### src/common/rv_isa_pkg.sv
package rv_isa_pkg;

    // base integer word and register index widths.
    localparam int XLEN = 32;
    localparam int REG_ADDR_W = 5;

    // shifts use only the low bits of operand b.
    localparam int SHAMT_W = 5;

    typedef logic [XLEN-1:0] word_t;

    // register 0 is hardwired to zero wherever this index is consumed.
    typedef logic [REG_ADDR_W-1:0] reg_addr_t;

    // operation codes carried with each decoded instruction.
    typedef enum logic [3:0]
    {
        ADD    = 4'd0,
        SUB    = 4'd1,
        AND    = 4'd2,
        OR     = 4'd3,
        XOR    = 4'd4,
        SLL    = 4'd5,
        SRL    = 4'd6,
        SRA    = 4'd7,
        SLT    = 4'd8,
        SLTU   = 4'd9,
        // moves operand b to the result, used for immediate loads.
        PASS_B = 4'd10
    } alu_op_e;

endpackage

### src/common/rv_pipe_pkg.sv
package rv_pipe_pkg;

    // registered stages between issue sampling and the retire outputs.
    localparam int PIPE_DEPTH = 3;

    // where an E-stage operand is taken from.
    typedef enum logic [1:0]
    {
        // value read from the register file at issue.
        FWD_REG    = 2'd0,
        // result held in the M stage.
        FWD_ALU2   = 2'd1,
        // result presented in the W stage.
        FWD_WRITE  = 2'd2,
        // copy of the write made at the previous edge.
        FWD_WRBACK = 2'd3
    } fwd_src_e;

endpackage

### src/design/rv_operand_fetch.sv
`timescale 1ns/1ns

module rv_operand_fetch
#(
    parameter int REG_COUNT = 32
)
(
    input  logic                  i_clk,
    input  logic                  i_rst_n,
    input  logic                  i_valid,
    input  rv_isa_pkg::alu_op_e   i_op,
    input  rv_isa_pkg::reg_addr_t i_rs1,
    input  rv_isa_pkg::reg_addr_t i_rs2,
    input  rv_isa_pkg::reg_addr_t i_rd,
    input  rv_isa_pkg::word_t     i_imm,
    input  logic                  i_use_imm,
    input  logic                  i_wr_en,
    input  rv_isa_pkg::reg_addr_t i_wr_rd,
    input  rv_isa_pkg::word_t     i_wr_data,
    output logic                  o_valid,
    output rv_isa_pkg::alu_op_e   o_op,
    output rv_isa_pkg::reg_addr_t o_rs1,
    output rv_isa_pkg::reg_addr_t o_rs2,
    output rv_isa_pkg::reg_addr_t o_rd,
    output rv_isa_pkg::word_t     o_imm,
    output logic                  o_use_imm,
    output rv_isa_pkg::word_t     o_reg_data1,
    output rv_isa_pkg::word_t     o_reg_data2
);

    import rv_isa_pkg::*;

    // a 16-entry build drops the top index bit.
    localparam int IDX_W = $clog2(REG_COUNT);

    word_t            regs [REG_COUNT];
    logic [IDX_W-1:0] rd_idx1;
    logic [IDX_W-1:0] rd_idx2;
    logic [IDX_W-1:0] wr_idx;

    assign rd_idx1 = i_rs1[IDX_W-1:0];
    assign rd_idx2 = i_rs2[IDX_W-1:0];
    assign wr_idx  = i_wr_rd[IDX_W-1:0];

    // writes to register 0 are dropped, so it keeps its reset value of zero.
    always_ff @(posedge i_clk)
    begin
        if (!i_rst_n)
        begin
            for (int i = 0; i < REG_COUNT; i++)
            begin
                regs[i] <= '0;
            end
        end
        else if (i_wr_en && (wr_idx != '0))
        begin
            regs[wr_idx] <= i_wr_data;
        end
    end

    always_ff @(posedge i_clk)
    begin
        if (!i_rst_n)
        begin
            o_valid <= 1'b0;
            o_rs1   <= '0;
            o_rs2   <= '0;
            o_rd    <= '0;
        end
        else
        begin
            o_valid <= i_valid;
            o_rs1   <= i_rs1;
            o_rs2   <= i_rs2;
            o_rd    <= i_rd;
        end
    end

    // the read sees the old value when the same register is written at this edge.
    always_ff @(posedge i_clk)
    begin
        o_op        <= i_op;
        o_imm       <= i_imm;
        o_use_imm   <= i_use_imm;
        o_reg_data1 <= regs[rd_idx1];
        o_reg_data2 <= regs[rd_idx2];
    end

endmodule

### src/design/rv_hazard.sv
`timescale 1ns/1ns

module rv_hazard
#(
    parameter bit ALU2_FWD_EN = 1'b1
)
(
    input  logic                  i_clk,
    input  logic                  i_rst_n,
    input  rv_isa_pkg::reg_addr_t i_rs1,
    input  rv_isa_pkg::reg_addr_t i_rs2,
    input  rv_isa_pkg::reg_addr_t i_alu2_rd,
    input  logic                  i_alu2_reg_write,
    input  rv_isa_pkg::reg_addr_t i_write_rd,
    input  logic                  i_write_reg_write,
    input  rv_isa_pkg::word_t     i_reg_data1,
    input  rv_isa_pkg::word_t     i_reg_data2,
    input  rv_isa_pkg::word_t     i_alu2_data,
    input  rv_isa_pkg::word_t     i_wr_data,
    output rv_isa_pkg::word_t     o_data1,
    output rv_isa_pkg::word_t     o_data2
);

    import rv_isa_pkg::*;
    import rv_pipe_pkg::*;

    logic      wrback_valid;
    reg_addr_t wrback_rd;
    word_t     wrback_data;
    fwd_src_e  src1_sel;
    fwd_src_e  src2_sel;

    // the register file was read one edge before this write landed, so keep a copy.
    always_ff @(posedge i_clk)
    begin
        if (!i_rst_n)
        begin
            wrback_valid <= 1'b0;
            wrback_rd    <= '0;
            wrback_data  <= '0;
        end
        else
        begin
            wrback_valid <= i_write_reg_write;
            wrback_rd    <= i_write_rd;
            wrback_data  <= i_wr_data;
        end
    end

    function automatic logic dest_hit(reg_addr_t rs, logic dest_valid, reg_addr_t dest_rd);
        return dest_valid && (dest_rd != '0) && (dest_rd == rs);
    endfunction

    // the youngest producer wins and register 0 is never forwarded.
    function automatic fwd_src_e pick_src(reg_addr_t rs);
        fwd_src_e sel;
        sel = FWD_REG;
        if (rs == '0)
            sel = FWD_REG;
        else if (ALU2_FWD_EN && dest_hit(rs, i_alu2_reg_write, i_alu2_rd))
            sel = FWD_ALU2;
        else if (dest_hit(rs, i_write_reg_write, i_write_rd))
            sel = FWD_WRITE;
        else if (dest_hit(rs, wrback_valid, wrback_rd))
            sel = FWD_WRBACK;
        return sel;
    endfunction

    function automatic word_t pick_data(fwd_src_e sel, word_t reg_data);
        case (sel)
            FWD_ALU2:   return i_alu2_data;
            FWD_WRITE:  return i_wr_data;
            FWD_WRBACK: return wrback_data;
            default:    return reg_data;
        endcase
    endfunction

    always_comb
    begin
        src1_sel = pick_src(i_rs1);
        src2_sel = pick_src(i_rs2);
        o_data1  = pick_data(src1_sel, i_reg_data1);
        o_data2  = pick_data(src2_sel, i_reg_data2);
    end

endmodule

### src/design/rv_alu.sv
`timescale 1ns/1ns

module rv_alu
(
    input  logic                  i_clk,
    input  logic                  i_rst_n,
    input  logic                  i_valid,
    input  rv_isa_pkg::alu_op_e   i_op,
    input  rv_isa_pkg::reg_addr_t i_rd,
    input  rv_isa_pkg::word_t     i_imm,
    input  logic                  i_use_imm,
    input  rv_isa_pkg::word_t     i_data1,
    input  rv_isa_pkg::word_t     i_data2,
    output logic                  o_valid,
    output rv_isa_pkg::reg_addr_t o_rd,
    output rv_isa_pkg::word_t     o_data
);

    import rv_isa_pkg::*;

    word_t              op_b;
    word_t              result;
    logic [SHAMT_W-1:0] shamt;

    assign op_b  = i_use_imm ? i_imm : i_data2;
    assign shamt = op_b[SHAMT_W-1:0];

    always_comb
    begin
        case (i_op)
            ADD:     result = i_data1 + op_b;
            SUB:     result = i_data1 - op_b;
            AND:     result = i_data1 & op_b;
            OR:      result = i_data1 | op_b;
            XOR:     result = i_data1 ^ op_b;
            SLL:     result = i_data1 << shamt;
            SRL:     result = i_data1 >> shamt;
            SRA:     result = word_t'($signed(i_data1) >>> shamt);
            SLT:     result = {{(XLEN-1){1'b0}}, $signed(i_data1) < $signed(op_b)};
            SLTU:    result = {{(XLEN-1){1'b0}}, i_data1 < op_b};
            PASS_B:  result = op_b;
            default: result = '0;
        endcase
    end

    always_ff @(posedge i_clk)
    begin
        if (!i_rst_n)
        begin
            o_valid <= 1'b0;
            o_rd    <= '0;
        end
        else
        begin
            o_valid <= i_valid;
            o_rd    <= i_rd;
        end
    end

    always_ff @(posedge i_clk)
    begin
        o_data <= result;
    end

endmodule

### src/design/rv_retire.sv
`timescale 1ns/1ns

module rv_retire
(
    input  logic                  i_clk,
    input  logic                  i_rst_n,
    input  logic                  i_valid,
    input  rv_isa_pkg::reg_addr_t i_rd,
    input  rv_isa_pkg::word_t     i_data,
    output logic                  o_valid,
    output rv_isa_pkg::reg_addr_t o_rd,
    output rv_isa_pkg::word_t     o_data
);

    // the W stage drives both the register file write port and the result ports.
    // a valid result aimed at register 0 is still presented here.
    always_ff @(posedge i_clk)
    begin
        if (!i_rst_n)
        begin
            o_valid <= 1'b0;
            o_rd    <= '0;
        end
        else
        begin
            o_valid <= i_valid;
            o_rd    <= i_rd;
        end
    end

    always_ff @(posedge i_clk)
    begin
        o_data <= i_data;
    end

endmodule

### src/design/rv_exec_core.sv
`timescale 1ns/1ns

module rv_exec_core
#(
    parameter int REG_COUNT   = 32,
    parameter bit ALU2_FWD_EN = 1'b1
)
(
    input  logic                  i_clk,
    input  logic                  i_rst_n,
    input  logic                  i_valid,
    input  rv_isa_pkg::alu_op_e   i_op,
    input  rv_isa_pkg::reg_addr_t i_rs1,
    input  rv_isa_pkg::reg_addr_t i_rs2,
    input  rv_isa_pkg::reg_addr_t i_rd,
    input  rv_isa_pkg::word_t     i_imm,
    input  logic                  i_use_imm,
    output logic                  o_wb_valid,
    output rv_isa_pkg::reg_addr_t o_wb_rd,
    output rv_isa_pkg::word_t     o_wb_data
);

    import rv_isa_pkg::*;

    logic      e_valid;
    alu_op_e   e_op;
    reg_addr_t e_rs1;
    reg_addr_t e_rs2;
    reg_addr_t e_rd;
    word_t     e_imm;
    logic      e_use_imm;
    word_t     e_reg_data1;
    word_t     e_reg_data2;
    word_t     fwd_data1;
    word_t     fwd_data2;
    logic      m_valid;
    reg_addr_t m_rd;
    word_t     m_data;
    logic      w_valid;
    reg_addr_t w_rd;
    word_t     w_data;

    rv_operand_fetch
    #(
        .REG_COUNT   (REG_COUNT)
    )
    u_fetch
    (
        .i_clk       (i_clk),
        .i_rst_n     (i_rst_n),
        .i_valid     (i_valid),
        .i_op        (i_op),
        .i_rs1       (i_rs1),
        .i_rs2       (i_rs2),
        .i_rd        (i_rd),
        .i_imm       (i_imm),
        .i_use_imm   (i_use_imm),
        .i_wr_en     (w_valid),
        .i_wr_rd     (w_rd),
        .i_wr_data   (w_data),
        .o_valid     (e_valid),
        .o_op        (e_op),
        .o_rs1       (e_rs1),
        .o_rs2       (e_rs2),
        .o_rd        (e_rd),
        .o_imm       (e_imm),
        .o_use_imm   (e_use_imm),
        .o_reg_data1 (e_reg_data1),
        .o_reg_data2 (e_reg_data2)
    );

    rv_hazard
    #(
        .ALU2_FWD_EN       (ALU2_FWD_EN)
    )
    u_hazard
    (
        .i_clk             (i_clk),
        .i_rst_n           (i_rst_n),
        .i_rs1             (e_rs1),
        .i_rs2             (e_rs2),
        .i_alu2_rd         (m_rd),
        .i_alu2_reg_write  (m_valid),
        .i_write_rd        (w_rd),
        .i_write_reg_write (w_valid),
        .i_reg_data1       (e_reg_data1),
        .i_reg_data2       (e_reg_data2),
        .i_alu2_data       (m_data),
        .i_wr_data         (w_data),
        .o_data1           (fwd_data1),
        .o_data2           (fwd_data2)
    );

    rv_alu u_alu
    (
        .i_clk     (i_clk),
        .i_rst_n   (i_rst_n),
        .i_valid   (e_valid),
        .i_op      (e_op),
        .i_rd      (e_rd),
        .i_imm     (e_imm),
        .i_use_imm (e_use_imm),
        .i_data1   (fwd_data1),
        .i_data2   (fwd_data2),
        .o_valid   (m_valid),
        .o_rd      (m_rd),
        .o_data    (m_data)
    );

    rv_retire u_retire
    (
        .i_clk   (i_clk),
        .i_rst_n (i_rst_n),
        .i_valid (m_valid),
        .i_rd    (m_rd),
        .i_data  (m_data),
        .o_valid (w_valid),
        .o_rd    (w_rd),
        .o_data  (w_data)
    );

    assign o_wb_valid = w_valid;
    assign o_wb_rd    = w_rd;
    assign o_wb_data  = w_data;

endmodule

### config.mk
export PLATFORM = sky130hd
export DESIGN_NAME = rv_exec_core
export DESIGN_NICKNAME = d
export VERILOG_FILES = /design/src/common/rv_isa_pkg.sv /design/src/common/rv_pipe_pkg.sv /design/src/design/rv_operand_fetch.sv /design/src/design/rv_hazard.sv /design/src/design/rv_alu.sv /design/src/design/rv_retire.sv /design/src/design/rv_exec_core.sv
export SDC_FILE = /design/constraint.sdc
export NUM_CORES = 2
export LEC_CHECK = 0
export BUFFER_PORTS_ARGS = -buffer_cell sky130_fd_sc_hd__buf_4
export CAP_MARGIN = 25
export CORE_AREA = 4 4 383 385
export CTS_BUF_LIST = sky130_fd_sc_hd__clkbuf_4
export DETAILED_ROUTE_END_ITERATION = 8
export DIE_AREA = 0 0 387 389
export GPL_TIMING_DRIVEN = 0
export HOLD_SLACK_MARGIN = 0.05
export MAX_ROUTING_LAYER = met4
export PLACE_DENSITY = 0.67
export SETUP_SLACK_MARGIN = 0.05
export SLEW_MARGIN = 40
export SYNTH_ARGS = -nofsm -noshare
export SYNTH_HDL_FRONTEND = slang
export SYNTH_HIERARCHICAL = 1
export SYNTH_SLANG_ARGS = --single-unit
### constraint.sdc
create_clock -name i_clk -period 5.5 [get_ports i_clk]
set_input_delay 0.275 -clock i_clk [delete_from_list [all_inputs] [get_ports i_clk]]
set_output_delay 0.275 -clock i_clk [all_outputs]
set_load 0.1 [all_outputs]
==> reports/results.ini <==
[run]
maxCapViolations=0

[timing]
finalCriticalPeriod_ns=5.489
finalSetupViolCount=0
hold_slack_ns=0.1528
timing.final.crit_share_pct=99.80
slew_viol_final=0
clock-skew-final_ns=0.1408
rsz0062_at_grt=true
final-hold-violation-count=0
slew_headroom_pct=32.84
worst_slew_pin_slew_ns=1.006
timing.fmax_ghz=0.1822

[cts]
clk-insertion-delay-late_ns=1.36
numClockSinks=1255
tritoncts=done
clkTransAtPathRegs_ns=0.06
clockBufferDepth=4
cts-buffers-inserted=354
cts_max_level=5
root_buffer=clkbuf_4

[drt]
wl_mm=337.4
vias_per_cell=6.559
dr.pass1.iters=6
drtIter0Drc=9357
ant_nets=0
via_count=63050
drc=0
wl_per_cell_um=35.11

[synth]
yosysUniqueCellTypes=97
postSynthAreaPerCell_sq_um=10.89
synth_compound_area_share_pct=11.63
netlist_area_sq_um=72490
synthFlopType=edfxtp_1
yosysTopAreaCell=edfxtp_1
synth.area.mux_share_pct=17.10
synthSimpleGateAreaFrac_pct=15.78
synth_area_leaders=edfxtp_1 (42%), mux2i_1 (16%), and2_1 (9.2%)
synth_top_area_share_pct=42.42
synth-adder-area-share_pct=1.798
synth-xor-area-share_pct=0.4712
synth_top_family_by_area=multiplexers
yosysWarningCount=6
ys_ff_latch=1255
syn_inst=6655
synth_edf_count=1024
ys_seq_area_share_pct=48.80
synthArstFlopShare_pct=0

[cells_and_area]
syn2layout_area_growth_pct=17.82
nNetsFinal=7565
drive_gt1_share_pct=18.83
fill_cells=12070
final_area_sq_um=85410

[pwr]
powerDensity_nw_per_um2=327.7
p_leak_uw=0.03482
ir_drop_mv=0.3919

[setup_path]
startpoint_type=register
crit_path_end_kind=register
critical-path-max-stage-delay_ns=0.54
crit_slowest_cell=or4_4
crit_path_frequent_cell=buf_4
path_class=register to register
worstPathCellList=or4_4 -> o21ai_4 -> or4_1 -> buf_4 -> nand3_2 -> buf_2 -> nor2_2 -> a21oi_4 -> buf_12 -> buf_4 -> buf_4 -> ha_2 -> or3b_1 -> o2111ai_2 -> a2111oi_4 -> nor4_4 -> o21ai_2 -> a31o_4 -> a311oi_4 -> o221a_2 -> o211ai_2
path_max_fanout=10
required_ns=6.63
arrival_ns=6.61
reg2reg_slack_ns=0.01

[global_routing]
grt_max_degree=22
antenna_found_initial=43
track_usage_pct=44.58
first_global_vias=61090
grt_first_pass_wirelength_mm=459.9
overflow=0

[die]
die_h_um=389
pin_count=93
fp.coreArea_sq_um=143100
die-area_sq_um=150500
rows=139
initial_core_util_pct=50.65
dieWidth_um=387

[placed_design]
hpwl_mm=255.8
place_congestion=1.101
io_buffers=90
placed_cell_area_sq_um=77390

[min_path]
hold_path.class=primary input to register

[outcome]
status=finished clean

-- cell families (layout without fill, tap and decap cells) --
group	count (synthesis)	in the layout
AO/OA/AOI/OAI	1257	1257
flip-flops	1255	1255
multiplexers	1190	1190
adder cells (fa/ha/maj)	103	103
buffers and inverters	699	1673
XOR/XNOR	39	39
AND/OR/NAND/NOR	2111	2111
other	1	81
-- cells in the final DEF (no fill, tap or decap), types with 30 or more instances in the layout --
| cell type | n |
|---|---|
| mux2i_1 | 1122 |
| and2_1 | 1066 |
| edfxtp_1 | 1024 |
| clkbuf_4 | 527 |
| nand2_1 | 394 |
| a21oi_1 | 303 |
| clkbuf_1 | 262 |
| buf_4 | 260 |
| nand3_1 | 238 |
| a22oi_1 | 203 |
| dfxtp_1 | 201 |
| nor2_1 | 175 |
| a22o_1 | 131 |
| dlygate4sd3_1 | 118 |
| buf_2 | 96 |
| nor3_1 | 89 |
| ha_1 | 88 |
| inv_1 | 87 |
| a31oi_1 | 84 |
| clkbuf_2 | 76 |
| clkinv_1 | 75 |
| o21ai_0 | 75 |
| o22ai_1 | 67 |
| buf_8 | 62 |
| diode_2 | 49 |
| o21ai_4 | 40 |
| o21ai_1 | 34 |
| a21oi_4 | 32 |
| mux4_2 | 32 |
| conb_1 | 32 |
| buf_6 | 31 |
| buf_1 | 31 |
| xnor2_1 | 31 |
| o211ai_1 | 30 |
-- final timing paths --
kind | startpoint | endpoint | depth (start not counted)
worst max-delay path | u_alu/o_rd[4] | u_alu/o_data[28] | 21
worst min-delay path | i_use_imm | u_fetch/o_use_imm | 3
worst max register to register | u_alu/o_rd[4] | u_alu/o_data[28] | 21
worst min register to register | u_alu/o_data[21] | u_retire/o_data[21] | 0
-- stage by stage --
step	setup WS, ns	TNS, ns	util (%)	power, uW	cells
after floorplan	0.1047	0	-	15270	6686
after global placement	-2.596	-820.52	52.87	18440	8679
after detailed placement	-2.278	-46.07	54.07	18560	8748
after CTS	0.01713	0	59.12	27560	9536
after global routing	0.01984	0	59.65	28760	9598
final	0.01103	0	59.67	27990	9612
-- power breakdown --
| group | switching [uW] | internal, uW | leakage (uW) | total (uW) |
|---|---|---|---|---|
| combinational | 5460 | 2260 | 0.0197 | 7720 |
| clock | 4130 | 4510 | 0.00262 | 8630 |
| sequential | 823 | 10800 | 0.0125 | 11600 |
-- cell usage after synthesis, types with 12 or more instances --
cell type  number
nand3_1       242
and3_1         13
nor2b_1        15
a21oi_1       346
buf_4          81
dfxtp_1       231
inv_1          94
mux4_2         32
mux2_2         25
a211oi_1       19
a22oi_1       204
ha_1          101
o2bb2ai_1      13
nand4_1        19
a21o_1         14
a31oi_1       102
nand2_1       394
o22ai_1        69
nor3_1         94
a22o_1        131
a221oi_1       12
buf_6          12
clkbuf_1      315
clkbuf_2       30
buf_2         123
buf_1          41
o211ai_1       30
xnor2_1        33
o21ai_1        33
o221ai_1       25
nand2b_1       15
nor2_1        189
o21ai_0       127
and2_1       1067
o21bai_1       18
edfxtp_1     1024
mux2i_1      1128
-- metal layers --
| metal | GRT usage, % | vias to the layer above | wire length, um |
|---|---|---|---|
| met5 | - | - | 0 |
| li1 | - | 26240 | - |
| met4 | 32.37 | 0 | 29860 |
| met1 | 55.02 | 30870 | 124600 |
| met3 | 13.88 | 1200 | 43820 |
| met2 | 61.58 | 4740 | 139200 |
-- state kept, by name (all words and copies together) (netlist names), 4 cells and up --
name                  count
u_fetch/regs           1024
u_alu/o_data             32
u_fetch/o_imm            32
u_fetch/o_reg_data1      32
u_fetch/o_reg_data2      32
u_hazard/wrback_data     32
u_retire/o_data          32
u_alu/o_rd                5
u_fetch/o_rd              5
u_fetch/o_rs1             5
u_fetch/o_rs2             5
u_hazard/wrback_rd        5
u_retire/o_rd             5
u_fetch/o_op              4
-- layout make-up --
type / instances / area (sq um) / share of cell area (%)
multi-input cells: 4732 / 35840 / 41.96
flip-flops and latches: 1255 / 35430 / 41.48
clock buffers: 517 / 3881 / 4.544
repair buffers: 370 / 3684 / 4.313
plain buffers: 597 / 3218 / 3.768
well taps: 1903 / 2381 / 2.788
clock inverters: 92 / 483.0 / 0.5654
inverters: 97 / 374.1 / 0.4380
diodes: 49 / 122.6 / 0.1436
-- worst max-delay path: cells and delay by family (launching register included) --
kind                       cells  cell delay [ns]
AOI/OAI and AO/OA              9             1.84
DFF                            1             0.38
and+or+nand+nor                6             1.94
adders and majority gates      1             0.27
buffers and inverters          5             0.90
-- what timing repair did --
action	4_1_cts	5_1_grt
gates cloned	1	1
setup buffers	62	28
hold endpoints to repair	272	0
pin swaps	56	56
hold buffers	118	0
resized for setup	261	108
endpoints found under the setup margin	32	26
No activity file was read; power rests on OpenSTA's default activity.
